### src/stack_settings.svh
`ifndef STACK_SETTINGS_SVH
`define STACK_SETTINGS_SVH

// Status stack.
`define STS_WIDTH 25
`define STS_DEPTH 7

// Subroutine and interrupt return addresses.
`define PC_WIDTH 14
`define PC_DEPTH 16

// Loop stack entries hold an end address and a count.
`define LOOP_DEPTH 4
`define CNT_WIDTH 14

`endif

### src/seqTypesPkg.sv
`default_nettype none

`include "stack_settings.svh"

package seqTypesPkg;

  // Saved arithmetic, mode and mask status.
  typedef logic [`STS_WIDTH-1:0] statusWord;

  typedef logic [`PC_WIDTH-1:0] pcAddr;    // Program address.

  typedef logic [`CNT_WIDTH-1:0] loopCount;    // Iterations left.

  // End address in the upper part, count in the lower part.
  typedef logic [`PC_WIDTH+`CNT_WIDTH-1:0] loopEntry;

endpackage

`default_nettype wire

### src/seqCmdPkg.sv
`default_nettype none

package seqCmdPkg;

  typedef enum logic [2:0] {
    opNop       = 3'd0,
    opCall      = 3'd1,
    opReturn    = 3'd2,
    opIntEnter  = 3'd3,    // Saves PC and status together.
    opIntReturn = 3'd4,
    opLoopStart = 3'd5,
    opLoopEnd   = 3'd6
  } cmdOp;

  typedef enum logic {
    ctrlRun   = 1'b0,
    ctrlError = 1'b1    // Waits for clrErr.
  } ctrlState;

endpackage

`default_nettype wire

### src/lifoStack.sv
`timescale 1ns/10ps
`default_nettype none

`include "stack_settings.svh"

module lifoStack #(
  parameter int WIDTH = `STS_WIDTH,
  parameter int DEPTH = `STS_DEPTH
) (
  input  wire logic             STSCLK,
  input  wire logic             T_RST,
  input  wire logic             push,
  input  wire logic             pop,
  input  wire logic [WIDTH-1:0] din,
  output logic      [WIDTH-1:0] top,
  output logic                  full,
  output logic                  empty,
  output logic                  has1
);

  // One spare pointer code so that all ones never collides with a full stack.
  localparam int PTR_WIDTH  = $clog2(DEPTH + 1);
  localparam int ADDR_WIDTH = (DEPTH > 1) ? $clog2(DEPTH) : 1;

  localparam logic [PTR_WIDTH-1:0] PTR_EMPTY = '1;
  localparam logic [PTR_WIDTH-1:0] PTR_FULL  = PTR_WIDTH'(DEPTH - 1);
  localparam logic [PTR_WIDTH-1:0] PTR_ONE   = '0;

  logic [WIDTH-1:0]     mem [DEPTH];
  logic [PTR_WIDTH-1:0] ptr;
  logic [PTR_WIDTH-1:0] ptrInc;
  logic [PTR_WIDTH-1:0] ptrDec;

  assign ptrInc = ptr + 1'b1;    // Wraps from empty to slot zero.
  assign ptrDec = ptr - 1'b1;

  always_ff @(posedge STSCLK or posedge T_RST) begin
    if (T_RST) begin
      ptr <= PTR_EMPTY;
    end else if (push) begin    // Push wins over pop.
      ptr <= ptrInc;
    end else if (pop) begin
      ptr <= ptrDec;
    end
  end

  always_ff @(posedge STSCLK) begin
    if (push) begin
      mem[ptrInc[ADDR_WIDTH-1:0]] <= din;
    end
  end

  assign empty = (ptr == PTR_EMPTY);
  assign full  = (ptr == PTR_FULL);
  assign has1  = (ptr == PTR_ONE);

  // An empty stack shows zero on top.
  assign top = empty ? '0 : mem[ptr[ADDR_WIDTH-1:0]];

endmodule

`default_nettype wire

### src/stackControl.sv
`timescale 1ns/10ps
`default_nettype none

module stackControl
  import seqTypesPkg::*;
  import seqCmdPkg::*;
(
  input  wire logic            STSCLK,
  input  wire logic            T_RST,

  input  wire logic            cmdValid,
  input  wire seqCmdPkg::cmdOp cmdOp,
  input  wire pcAddr           cmdPc,
  input  wire statusWord       cmdStatus,
  input  wire loopCount        cmdCount,
  output logic                 cmdReady,

  input  wire logic            clrErr,
  output logic                 errFlag,

  input  wire logic            pcFull,
  input  wire logic            pcEmpty,
  input  wire logic            stsFull,
  input  wire logic            stsEmpty,
  input  wire logic            loopFull,
  input  wire logic            loopEmpty,

  output logic                 pcPush,
  output logic                 pcPop,
  output pcAddr                pcDin,
  output logic                 stsPush,
  output logic                 stsPop,
  output statusWord            stsDin,
  output logic                 loopPush,
  output logic                 loopPop,
  output loopEntry             loopDin
);

  ctrlState state;
  ctrlState stateNext;

  logic accept;
  logic legal;
  logic commit;

  logic pcPushReq;
  logic pcPopReq;
  logic stsPushReq;
  logic stsPopReq;
  logic loopPushReq;
  logic loopPopReq;

  assign cmdReady = (state == ctrlRun);
  assign errFlag  = (state == ctrlError);
  assign accept   = cmdValid && cmdReady;

  // Which stacks the command touches.
  always_comb begin
    pcPushReq   = 1'b0;
    pcPopReq    = 1'b0;
    stsPushReq  = 1'b0;
    stsPopReq   = 1'b0;
    loopPushReq = 1'b0;
    loopPopReq  = 1'b0;
    case (cmdOp)
      opCall:      pcPushReq = 1'b1;
      opReturn:    pcPopReq  = 1'b1;
      opIntEnter: begin
        pcPushReq  = 1'b1;
        stsPushReq = 1'b1;
      end
      opIntReturn: begin
        pcPopReq  = 1'b1;
        stsPopReq = 1'b1;
      end
      opLoopStart: loopPushReq = 1'b1;
      opLoopEnd:   loopPopReq  = 1'b1;
      default: ;    // Nop and unused codes.
    endcase
  end

  // Every stack the command needs must have room or an entry.
  assign legal = !(pcPushReq   && pcFull)   && !(pcPopReq   && pcEmpty)  &&
                 !(stsPushReq  && stsFull)  && !(stsPopReq  && stsEmpty) &&
                 !(loopPushReq && loopFull) && !(loopPopReq && loopEmpty);

  assign commit = accept && legal;

  assign pcPush   = commit && pcPushReq;
  assign pcPop    = commit && pcPopReq;
  assign stsPush  = commit && stsPushReq;
  assign stsPop   = commit && stsPopReq;
  assign loopPush = commit && loopPushReq;
  assign loopPop  = commit && loopPopReq;

  assign pcDin   = cmdPc;
  assign stsDin  = cmdStatus;
  assign loopDin = {cmdPc, cmdCount};    // End address on top.

  always_comb begin
    stateNext = state;
    case (state)
      ctrlRun: begin
        if (accept && !legal) begin
          stateNext = ctrlError;    // Command is dropped whole.
        end
      end
      ctrlError: begin
        if (clrErr) begin
          stateNext = ctrlRun;
        end
      end
      default: stateNext = ctrlRun;
    endcase
  end

  always_ff @(posedge STSCLK or posedge T_RST) begin
    if (T_RST) begin
      state <= ctrlRun;
    end else begin
      state <= stateNext;
    end
  end

endmodule

`default_nettype wire

### src/seqStacks.sv
`timescale 1ns/10ps
`default_nettype none

`include "stack_settings.svh"

module seqStacks
  import seqTypesPkg::*;
  import seqCmdPkg::*;
(
  input  wire logic            STSCLK,
  input  wire logic            T_RST,

  input  wire logic            cmdValid,
  input  wire seqCmdPkg::cmdOp cmdOp,
  input  wire pcAddr           cmdPc,
  input  wire statusWord       cmdStatus,
  input  wire loopCount        cmdCount,
  output logic                 cmdReady,
  input  wire logic            clrErr,
  output logic                 errFlag,

  output pcAddr                pcTop,
  output logic                 pcEmpty,
  output logic                 pcFull,

  output statusWord            stsTop,
  output logic                 stsEmpty,
  output logic                 stsFull,
  output logic                 stsHas1,

  output loopEntry             loopTop,
  output logic                 loopEmpty,
  output logic                 loopFull
);

  logic      pcPush;
  logic      pcPop;
  pcAddr     pcDin;
  logic      stsPush;
  logic      stsPop;
  statusWord stsDin;
  logic      loopPush;
  logic      loopPop;
  loopEntry  loopDin;

  stackControl ctrl (
    .STSCLK    (STSCLK),
    .T_RST     (T_RST),
    .cmdValid  (cmdValid),
    .cmdOp     (cmdOp),
    .cmdPc     (cmdPc),
    .cmdStatus (cmdStatus),
    .cmdCount  (cmdCount),
    .cmdReady  (cmdReady),
    .clrErr    (clrErr),
    .errFlag   (errFlag),
    .pcFull    (pcFull),
    .pcEmpty   (pcEmpty),
    .stsFull   (stsFull),
    .stsEmpty  (stsEmpty),
    .loopFull  (loopFull),
    .loopEmpty (loopEmpty),
    .pcPush    (pcPush),
    .pcPop     (pcPop),
    .pcDin     (pcDin),
    .stsPush   (stsPush),
    .stsPop    (stsPop),
    .stsDin    (stsDin),
    .loopPush  (loopPush),
    .loopPop   (loopPop),
    .loopDin   (loopDin)
  );

  lifoStack #(.WIDTH($bits(pcAddr)), .DEPTH(`PC_DEPTH)) pcStk (
    .STSCLK (STSCLK),
    .T_RST  (T_RST),
    .push   (pcPush),
    .pop    (pcPop),
    .din    (pcDin),
    .top    (pcTop),
    .full   (pcFull),
    .empty  (pcEmpty),
    .has1   ()
  );

  lifoStack #(.WIDTH($bits(statusWord)), .DEPTH(`STS_DEPTH)) stsStk (
    .STSCLK (STSCLK),
    .T_RST  (T_RST),
    .push   (stsPush),
    .pop    (stsPop),
    .din    (stsDin),
    .top    (stsTop),
    .full   (stsFull),
    .empty  (stsEmpty),
    .has1   (stsHas1)
  );

  // The sequencer does the loop counting.
  lifoStack #(.WIDTH($bits(loopEntry)), .DEPTH(`LOOP_DEPTH)) loopStk (
    .STSCLK (STSCLK),
    .T_RST  (T_RST),
    .push   (loopPush),
    .pop    (loopPop),
    .din    (loopDin),
    .top    (loopTop),
    .full   (loopFull),
    .empty  (loopEmpty),
    .has1   ()
  );

endmodule

`default_nettype wire

### config.mk
export PLATFORM = sky130hd
export DESIGN_NAME = seqStacks
export DESIGN_NICKNAME = d
export VERILOG_FILES = /design/src/seqTypesPkg.sv /design/src/seqCmdPkg.sv /design/src/lifoStack.sv /design/src/stackControl.sv /design/src/seqStacks.sv
export VERILOG_INCLUDE_DIRS = /design/src /design/src/src
export SDC_FILE = /design/constraint.sdc
export NUM_CORES = 1
export LEC_CHECK = 0
export BUFFER_PORTS_ARGS = -buffer_cell sky130_fd_sc_hd__buf_4
export CORE_MARGIN = 4
export CORE_UTILIZATION = 35
export DETAILED_ROUTE_END_ITERATION = 16
export PLACE_DENSITY_LB_ADDON = 0.25
export SLEW_MARGIN = 5
export SYNTH_ARGS = -nofsm -noshare
export SYNTH_HDL_FRONTEND = slang
export SYNTH_SLANG_ARGS = --single-unit
### constraint.sdc
create_clock -name STSCLK -period 7.4 [get_ports STSCLK]
set_input_delay 1.48 -clock STSCLK [delete_from_list [all_inputs] [get_ports STSCLK]]
set_output_delay 1.48 -clock STSCLK [all_outputs]
set_load 0.01 [all_outputs]
==> run_summary.xml, run 1 <==
<?xml version="1.0" encoding="UTF-8"?>
<metrics>
  <group name="layout">
    <metric name="n_fill_cell" unit="">5190</metric>
    <metric name="fin_nets" unit="">1286</metric>
    <metric name="postLayoutCoreUtil" unit="%">41.6</metric>
    <metric name="share_of_post_route_cells_with_drive_strength_above_1" unit="%">30.1</metric>
    <metric name="syn2layout_area_growth" unit="%">18.1</metric>
    <metric name="multi_input_combinational_cell_area" unit="µm²">4840</metric>
    <metric name="layout.area.seq" unit="µm²">15700</metric>
    <metric name="final_cell_count_no_fill" unit="">2023</metric>
  </group>
  <group name="placed_design">
    <metric name="port-buffer-count" unit="">135</metric>
    <metric name="place_worst_setup_slack" unit="ns">2.83</metric>
    <metric name="gp_congestion" unit="">0.719</metric>
    <metric name="detail_placement_hpwl" unit="mm">25.6</metric>
    <metric name="placed_cells_incl_taps" unit="">1922</metric>
  </group>
  <group name="yosys">
    <metric name="ys_async_sr_fraction" unit="%">2.29</metric>
    <metric name="post_synth_instance_area" unit="µm²">20800</metric>
    <metric name="yosys.area.top_type" unit="">edfxtp_1</metric>
    <metric name="seq_area_frac_synth" unit="%">75.4</metric>
    <metric name="synth_ff_type" unit="">edfxtp_1</metric>
    <metric name="synth.area.top_cells" unit="">edfxtp_1 74%, mux4_2 12%, mux2i_1 3.9%</metric>
    <metric name="ys.warnings.count" unit="">0</metric>
    <metric name="leading_cell_type_by_number_of_instances_after_synthesis" unit="">edfxtp_1</metric>
    <metric name="postSynthRegisterBits" unit="">523</metric>
    <metric name="synthesis.instances" unit="">1036</metric>
    <metric name="synth_fp_nets" unit="">1116</metric>
    <metric name="synth_top_area_share" unit="%">73.9</metric>
    <metric name="synthDistinctLibCells" unit="">49</metric>
    <metric name="synth_commonest_cells" unit="">511 x edfxtp_1, 109 x mux4_2, 81 x mux2i_1</metric>
    <metric name="per_instance_average_area_after_synthesis" unit="µm²">20.0</metric>
    <metric name="synth_enable_flop_cells" unit="">511</metric>
  </group>
  <group name="setup_path">
    <metric name="worst-endpoint-arrival" unit="ns">3.71</metric>
    <metric name="reg2reg_slack" unit="ns">3.29</metric>
    <metric name="cp.required" unit="ns">5.92</metric>
    <metric name="critical_path.reg2reg.startpoint" unit="">stsStk.ptr[0]</metric>
    <metric name="startpoint_type" unit="">flop</metric>
    <metric name="worst_setup_path_startpoint" unit="">pcStk.ptr[0]</metric>
    <metric name="cp-end-kind" unit="">output port</metric>
    <metric name="type_of_the_worst_setup_path" unit="">reg -&gt; out</metric>
    <metric name="ff2ff_path_depth" unit="">9</metric>
    <metric name="cp-endpoint" unit="">pcTop[6]</metric>
    <metric name="critical_path.reg2reg.endpoint" unit="">loopStk.mem[1][21]</metric>
    <metric name="crit_path_max_fanout" unit="">32</metric>
  </group>
  <group name="routing">
    <metric name="route.detailed.drc" unit="">0</metric>
    <metric name="routed_wire_length_per_instance" unit="µm">21.8</metric>
    <metric name="drt-total-wl" unit="mm">44.2</metric>
    <metric name="postRouteAntennaNets" unit="">0</metric>
    <metric name="drt_iter0_drc" unit="">522</metric>
    <metric name="route.detailed.vias_per_inst" unit="">4.93</metric>
    <metric name="dr.pass1.iters" unit="">4</metric>
    <metric name="routed_vias" unit="">9982</metric>
  </group>
  <group name="floorplanning">
    <metric name="die_h" unit="µm">252</metric>
    <metric name="floorplan.initialDensity" unit="%">35.3</metric>
    <metric name="die_footprint" unit="µm²">63300</metric>
    <metric name="placement_rows" unit="">89</metric>
    <metric name="top_level_ports" unit="">136</metric>
    <metric name="placeableCoreArea" unit="µm²">58900</metric>
    <metric name="dieWidth" unit="µm">252</metric>
  </group>
  <group name="power_and_ir_drop">
    <metric name="p_clk_share" unit="%">29.5</metric>
    <metric name="worst_vdd_ir" unit="mV">0.293</metric>
    <metric name="part_of_the_power_in_registers" unit="%">40.3</metric>
    <metric name="swShare" unit="%">29.9</metric>
    <metric name="power_switching" unit="W">0.00263</metric>
    <metric name="post_layout_total_power" unit="W">0.00880</metric>
    <metric name="powerDensity" unit="nW/µm²">359</metric>
    <metric name="power.static_leakage" unit="nW">8.30</metric>
    <metric name="power_report.internal_total" unit="W">0.00617</metric>
    <metric name="share_comb_of_total_power" unit="%">30.2</metric>
  </group>
  <group name="cts">
    <metric name="cts_buffers" unit="">55</metric>
    <metric name="post_cts_resized" unit="">0</metric>
    <metric name="cts-root-to-sink-buffers" unit="">3</metric>
    <metric name="htree_levels" unit="">2</metric>
    <metric name="clock_sink_count" unit="">523</metric>
    <metric name="clock_tree_from_tritoncts" unit="">built</metric>
    <metric name="post_cts_hold_buffer_count" unit="">0</metric>
    <metric name="cts_root_buf" unit="">clkbuf_16</metric>
    <metric name="clk_transition_reported_paths" unit="ns">0.06</metric>
    <metric name="insertion_delay" unit="ns">0.61</metric>
    <metric name="post_cts.repair.setup_buffers" unit="">0</metric>
  </group>
  <group name="flow_run">
    <metric name="drv.max_cap_violation_count" unit="">0</metric>
  </group>
  <group name="global_route">
    <metric name="grt.overflow.total" unit="">0</metric>
    <metric name="grt_antenna_before_repair" unit="">3</metric>
    <metric name="grt_max_degree" unit="">81</metric>
    <metric name="first_pass_grt_wire_length" unit="mm">66.7</metric>
    <metric name="grt_use_total" unit="%">13.8</metric>
    <metric name="first_global_vias" unit="">10500</metric>
  </group>
  <group name="timing">
    <metric name="post-route-period-util" unit="%">70.1</metric>
    <metric name="final-max-slew-violation-count" unit="">0</metric>
    <metric name="max_slew_margin" unit="%">36.7</metric>
    <metric name="timing.final.setup_violations" unit="">0</metric>
    <metric name="finalHoldViolations" unit="">0</metric>
    <metric name="fin_worst_skew" unit="ns">0.0390</metric>
    <metric name="timing.final.ws_setup" unit="ns">2.21</metric>
    <metric name="setup_tns" unit="ns">0</metric>
    <metric name="finalCriticalPeriod" unit="ns">5.19</metric>
    <metric name="fmaxAchievable" unit="GHz">0.193</metric>
    <metric name="worst_slew_pin_slew" unit="ns">0.949</metric>
    <metric name="rsz_0062_raised_after_global_routing" unit="">no</metric>
  </group>
  <group name="min_path">
    <metric name="worstHoldPathType" unit="">reg -&gt; reg</metric>
  </group>
  <group name="run_status">
    <metric name="status" unit="">complete, no violations</metric>
  </group>
</metrics>
==> area by class of cell <==
class | count | area share (%)
antenna | 1 | 0.0102
tap | 773 | 3.94
timing repair buffer | 171 | 5.23
clock buffer | 69 | 5.83
multi-input combinational | 442 | 19.7
inverter | 13 | 0.199
sequential | 523 | 63.9
clock inverter | 31 | 1.16
==> critical path, stage by stage (launching register included) <==
cell	delay [ns]
dfstp_4	0.95
ha_1	0.40
and3_1	0.23
ha_1	0.34
nand2b_1	0.63
o22ai_1	0.30
buf_4	0.21
==> sequential cells by signal, summed over array words and instances, names as in the netlist <==
name          flops
pcStk.mem       224
loopStk.mem     112
loopStk.ptr       3
ctrl.errFlag      1
pcStk.ptr         5
stsStk.mem      175
stsStk.ptr        3
==> cell families after synthesis <==
| group | after synthesis | synth area share [%] |
|---|---|---|
| DFF | 523 | 75.4 |
| AOI/OAI and AO/OA | 63 | 1.85 |
| buffers and inverters | 71 | 1.46 |
| adders and majority gates | 20 | 1.20 |
| muxes | 190 | 15.7 |
| and+or+nand+nor | 159 | 3.96 |
| xor gates and xnor gates | 10 | 0.422 |
==> metrics by stage <==
step           instance area (µm²)  hold slack [ns]
2_1_floorplan                20800            0.502
3_3_place_gp                 22800            0.510
3_5_place_dp                 22800            0.519
4_1_cts                      24500            0.528
5_1_grt                      24500            0.535
6_report                     24500            0.524
==> power groups by stage <==
stage / Sequential, W / Clock, W / Combinational (W)
6_report: 0.00355 / 0.00260 / 0.00266
5_1_grt: 0.00357 / 0.00282 / 0.00289
4_1_cts: 0.00356 / 0.00269 / 0.00274
3_5_place_dp: 0.00362 / 0 / 0.00273
3_3_place_gp: 0.00361 / 0 / 0.00273
2_1_floorplan: 0.00349 / 0 / 0.00181
==> cell usage in the layout, fill, tap and decap left out, types with 15 or more instances in the layout <==
| master | count |
|---|---|
| clkbuf_16 | 55 |
| buf_4 | 171 |
| ha_1 | 20 |
| edfxtp_1 | 511 |
| o22ai_1 | 15 |
| nand2_1 | 37 |
| o21ai_0 | 32 |
| nor2b_1 | 43 |
| mux4_2 | 109 |
| nor2_1 | 38 |
| mux2i_1 | 81 |
==> how the worst min path moves through the flow <==
stage / end / cells after the start / from
5_1_grt: loopStk.ptr[2] / 1 / loopStk.ptr[2]
3_5_place_dp: loopStk.ptr[2] / 1 / loopStk.ptr[2]
4_1_cts: loopStk.ptr[2] / 1 / loopStk.ptr[2]
2_1_floorplan: loopStk.ptr[2] / 1 / loopStk.ptr[2]
6_report: loopStk.ptr[2] / 1 / loopStk.ptr[2]
3_3_place_gp: loopStk.ptr[2] / 1 / loopStk.ptr[2]
==> metal layers <==
layer	track usage, %	vias to the layer above	share of wire [%]
met5	0	-	0.077
met4	3.57	6	1.8
met3	3.27	68	4.9
met2	24.0	189	51
met1	17.5	5199	42
li1	-	4520	-
Note: power is estimated with default switching activity, not from simulation.
==> run 2, diff against run 1 <==
- clock period: 7.4 -> 4.25 ns (I/O delays scaled with it)
==> run 2 against run 1 <==
  * Core utilization grew 0.15 points
  * Flip-flop and latch count is the same
  * Largest cell class unchanged
  * Clock skew shrank 0.019 ns
  * Critical endpoint is now stsTop[14]
  * Largest power group unchanged
  * Hold slack worse by 0.22 ns
  * Highest routed layer unchanged
  * Die area did not move
  * Sequential power grew 70%
  * Cell area increased by 0.37%
  * Combinational power up 81%
  * Final cell count hardly changed
  * Via count shrank 0.61%
  * Setup slack worse by 2.0 ns
  * Clock power up 78%
==> run_summary.xml, run 2 (synthesis gave the netlist of run 1 again) <==
<?xml version="1.0" encoding="UTF-8"?>
<metrics>
  <group name="cts">
    <metric name="insertion_delay" unit="ns">0.61</metric>
    <metric name="cts-root-to-sink-buffers" unit="">3</metric>
    <metric name="clk_transition_reported_paths" unit="ns">0.06</metric>
    <metric name="clock_tree_from_tritoncts" unit="">built</metric>
    <metric name="clock_sink_count" unit="">523</metric>
    <metric name="htree_levels" unit="">2</metric>
    <metric name="cts_root_buf" unit="">clkbuf_16</metric>
    <metric name="post_cts.repair.setup_buffers" unit="">0</metric>
    <metric name="post_cts_hold_buffer_count" unit="">0</metric>
    <metric name="cts_buffers" unit="">54</metric>
    <metric name="post_cts_resized" unit="">0</metric>
  </group>
  <group name="placed_design">
    <metric name="detail_placement_hpwl" unit="mm">26.2</metric>
    <metric name="place_worst_setup_slack" unit="ns">0.709</metric>
    <metric name="gp_congestion" unit="">0.712</metric>
    <metric name="placed_cells_incl_taps" unit="">1926</metric>
    <metric name="port-buffer-count" unit="">135</metric>
    <metric name="placed_cell_area" unit="µm²">22900</metric>
  </group>
  <group name="timing">
    <metric name="worst_slew_pin_slew" unit="ns">1.01</metric>
    <metric name="fin_worst_skew" unit="ns">0.0204</metric>
    <metric name="timing.final.setup_violations" unit="">0</metric>
    <metric name="finalCriticalPeriod" unit="ns">4.05</metric>
    <metric name="fin_worst_hold_slack" unit="ns">0.300</metric>
    <metric name="timing.final.ws_setup" unit="ns">0.201</metric>
    <metric name="rsz_0062_raised_after_global_routing" unit="">no</metric>
    <metric name="setup_tns" unit="ns">0</metric>
    <metric name="post-route-period-util" unit="%">95.3</metric>
    <metric name="finalHoldViolations" unit="">0</metric>
    <metric name="max_slew_margin" unit="%">32.7</metric>
    <metric name="final-max-slew-violation-count" unit="">0</metric>
    <metric name="fmaxAchievable" unit="GHz">0.247</metric>
  </group>
  <group name="global_route">
    <metric name="grt_max_degree" unit="">67</metric>
    <metric name="grt_antenna_before_repair" unit="">2</metric>
    <metric name="grt.overflow.total" unit="">0</metric>
    <metric name="first_global_vias" unit="">10500</metric>
    <metric name="first_pass_grt_wire_length" unit="mm">67.0</metric>
    <metric name="grt_use_total" unit="%">13.9</metric>
  </group>
  <group name="routing">
    <metric name="route.detailed.vias_per_inst" unit="">4.90</metric>
    <metric name="postRouteAntennaNets" unit="">0</metric>
    <metric name="routed_wire_length_per_instance" unit="µm">21.7</metric>
    <metric name="drt_iter0_drc" unit="">513</metric>
    <metric name="dr.pass1.iters" unit="">4</metric>
    <metric name="drt-total-wl" unit="mm">43.9</metric>
    <metric name="route.detailed.drc" unit="">0</metric>
    <metric name="routed_vias" unit="">9921</metric>
  </group>
  <group name="setup_path">
    <metric name="number_of_buffer_and_inverter_instances_along_the_worst_setup_path" unit="">2</metric>
    <metric name="critical_path.reg2reg.startpoint" unit="">pcStk.ptr[0]</metric>
    <metric name="cp-end-kind" unit="">output port</metric>
    <metric name="startpoint_type" unit="">flop</metric>
    <metric name="reg2reg_slack" unit="ns">0.77</metric>
    <metric name="path_common_cell" unit="">buf_4</metric>
    <metric name="worstSetupPathDepth" unit="">5</metric>
    <metric name="type_of_the_worst_setup_path" unit="">reg -&gt; out</metric>
    <metric name="worst_setup_path_startpoint" unit="">stsStk.ptr[0]</metric>
    <metric name="crit_path_max_fanout" unit="">50</metric>
    <metric name="cp.required" unit="ns">3.40</metric>
    <metric name="cp-endpoint" unit="">stsTop[14]</metric>
    <metric name="cp_slowest_cell" unit="">buf_4</metric>
    <metric name="cpLargestDelayFamily" unit="">buffers and inverters</metric>
    <metric name="worst-endpoint-arrival" unit="ns">3.20</metric>
    <metric name="timing.critical_path.cells" unit="">buf_4 &gt; mux4_2 &gt; mux2i_1 &gt; nor2_1 &gt; buf_4</metric>
    <metric name="critical_path.reg2reg.endpoint" unit="">loopStk.mem[2][15]</metric>
    <metric name="slowest_delay" unit="ns">0.76</metric>
    <metric name="ff2ff_path_depth" unit="">8</metric>
  </group>
  <group name="layout">
    <metric name="layout_commonest_cell" unit="">edfxtp_1</metric>
    <metric name="most-common-layout-cells" unit="">511 x edfxtp_1, 174 x buf_4, 109 x mux4_2, 81 x mux2i_1, 55 x clkbuf_16</metric>
    <metric name="syn2layout_area_growth" unit="%">18.5</metric>
    <metric name="n_fill_cell" unit="">5148</metric>
    <metric name="share_of_post_route_cells_with_drive_strength_above_1" unit="%">30.6</metric>
    <metric name="max_reg_flops" unit="">224</metric>
    <metric name="antenna_cells" unit="">0</metric>
    <metric name="fin_nets" unit="">1289</metric>
    <metric name="final_cell_count_no_fill" unit="">2025</metric>
    <metric name="multi_input_combinational_cell_area" unit="µm²">4850</metric>
    <metric name="final_design_instance_area_without_fill" unit="µm²">24600</metric>
    <metric name="layout.area.seq" unit="µm²">15700</metric>
  </group>
  <group name="floorplanning">
    <metric name="placement_rows" unit="">89</metric>
    <metric name="dieWidth" unit="µm">252</metric>
    <metric name="die_footprint" unit="µm²">63300</metric>
    <metric name="die_h" unit="µm">252</metric>
    <metric name="placeableCoreArea" unit="µm²">58900</metric>
    <metric name="top_level_ports" unit="">136</metric>
    <metric name="floorplan.initialDensity" unit="%">35.3</metric>
  </group>
  <group name="power_and_ir_drop">
    <metric name="swShare" unit="%">30.0</metric>
    <metric name="worst_vdd_ir" unit="mV">0.470</metric>
    <metric name="p_clk_share" unit="%">29.8</metric>
    <metric name="part_of_the_power_in_registers" unit="%">39.0</metric>
    <metric name="share_comb_of_total_power" unit="%">31.1</metric>
    <metric name="power_report.internal_total" unit="W">0.0108</metric>
    <metric name="power_switching" unit="W">0.00464</metric>
    <metric name="power.static_leakage" unit="nW">8.35</metric>
    <metric name="powerDensity" unit="nW/µm²">629</metric>
  </group>
  <group name="run_status">
    <metric name="status" unit="">complete, no violations</metric>
  </group>
  <group name="min_path">
    <metric name="worstHoldPathType" unit="">in -&gt; async</metric>
  </group>
  <group name="flow_run">
    <metric name="drv.max_cap_violation_count" unit="">0</metric>
  </group>
</metrics>
run 2: changes by cell type in the layout (fill, tap and decap cells not counted):
cell        delta
clkinv_4       +5
buf_4          +3
clkbuf_1       -2
clkinv_1       -2
clkinvlp_4     -2
buf_12         +1
bufinv_16      +1
clkinv_2       -1
diode_2        -1
inv_6          -1
inv_8          +1
nor4_2         -1
nor4_4         +1
run 2: final cells by class:
cell class	instances	share of cell area, %
flip-flops and latches	523	63.7
well taps	773	3.93
clock inverters	32	1.35
repair buffers	175	5.39
clock buffers	67	5.77
multi-input cells	442	19.7
inverters	13	0.198
run 2: metal layers:
layer  up-vias  wire length [µm]  part of all wire, %  global-route usage, %
li1       4523                 -                    -                      -
met1      5127             18300                   42                   17.7
met2       200             22700                   52                   24.4
met3        67              1960                  4.5                   2.88
met4         4               897                  2.0                   3.85
met5         -                29                0.066                      0
run 2: worst min path at each step:
| stage | startpoint | endpoint | slack, ns |
|---|---|---|---|
| 3_3_place_gp | loopStk.ptr[2] | loopStk.ptr[2] | 0.52 |
| 6_report | T_RST | ctrl.errFlag | 0.30 |
| 4_1_cts | T_RST | ctrl.errFlag | 0.31 |
| 2_1_floorplan | loopStk.ptr[2] | loopStk.ptr[2] | 0.50 |
| 3_5_place_dp | loopStk.ptr[2] | loopStk.ptr[2] | 0.52 |
| 5_1_grt | T_RST | ctrl.errFlag | 0.33 |
run 2: power groups by stage:
stage                     logic (W)  registers, W  clock network (W)
after detailed placement    0.00497       0.00615                  0
after global routing        0.00528       0.00606            0.00499
final                       0.00482       0.00604            0.00462
after floorplan             0.00316       0.00607                  0
after CTS                   0.00499       0.00604            0.00476
after global placement      0.00496       0.00614                  0
run 2: stage by stage:
step	utilization, %	power [W]
after floorplan	-	0.00923
after global placement	38.8	0.0111
after detailed placement	38.8	0.0111
after CTS	41.8	0.0158
after global routing	41.8	0.0163
final	41.8	0.0155
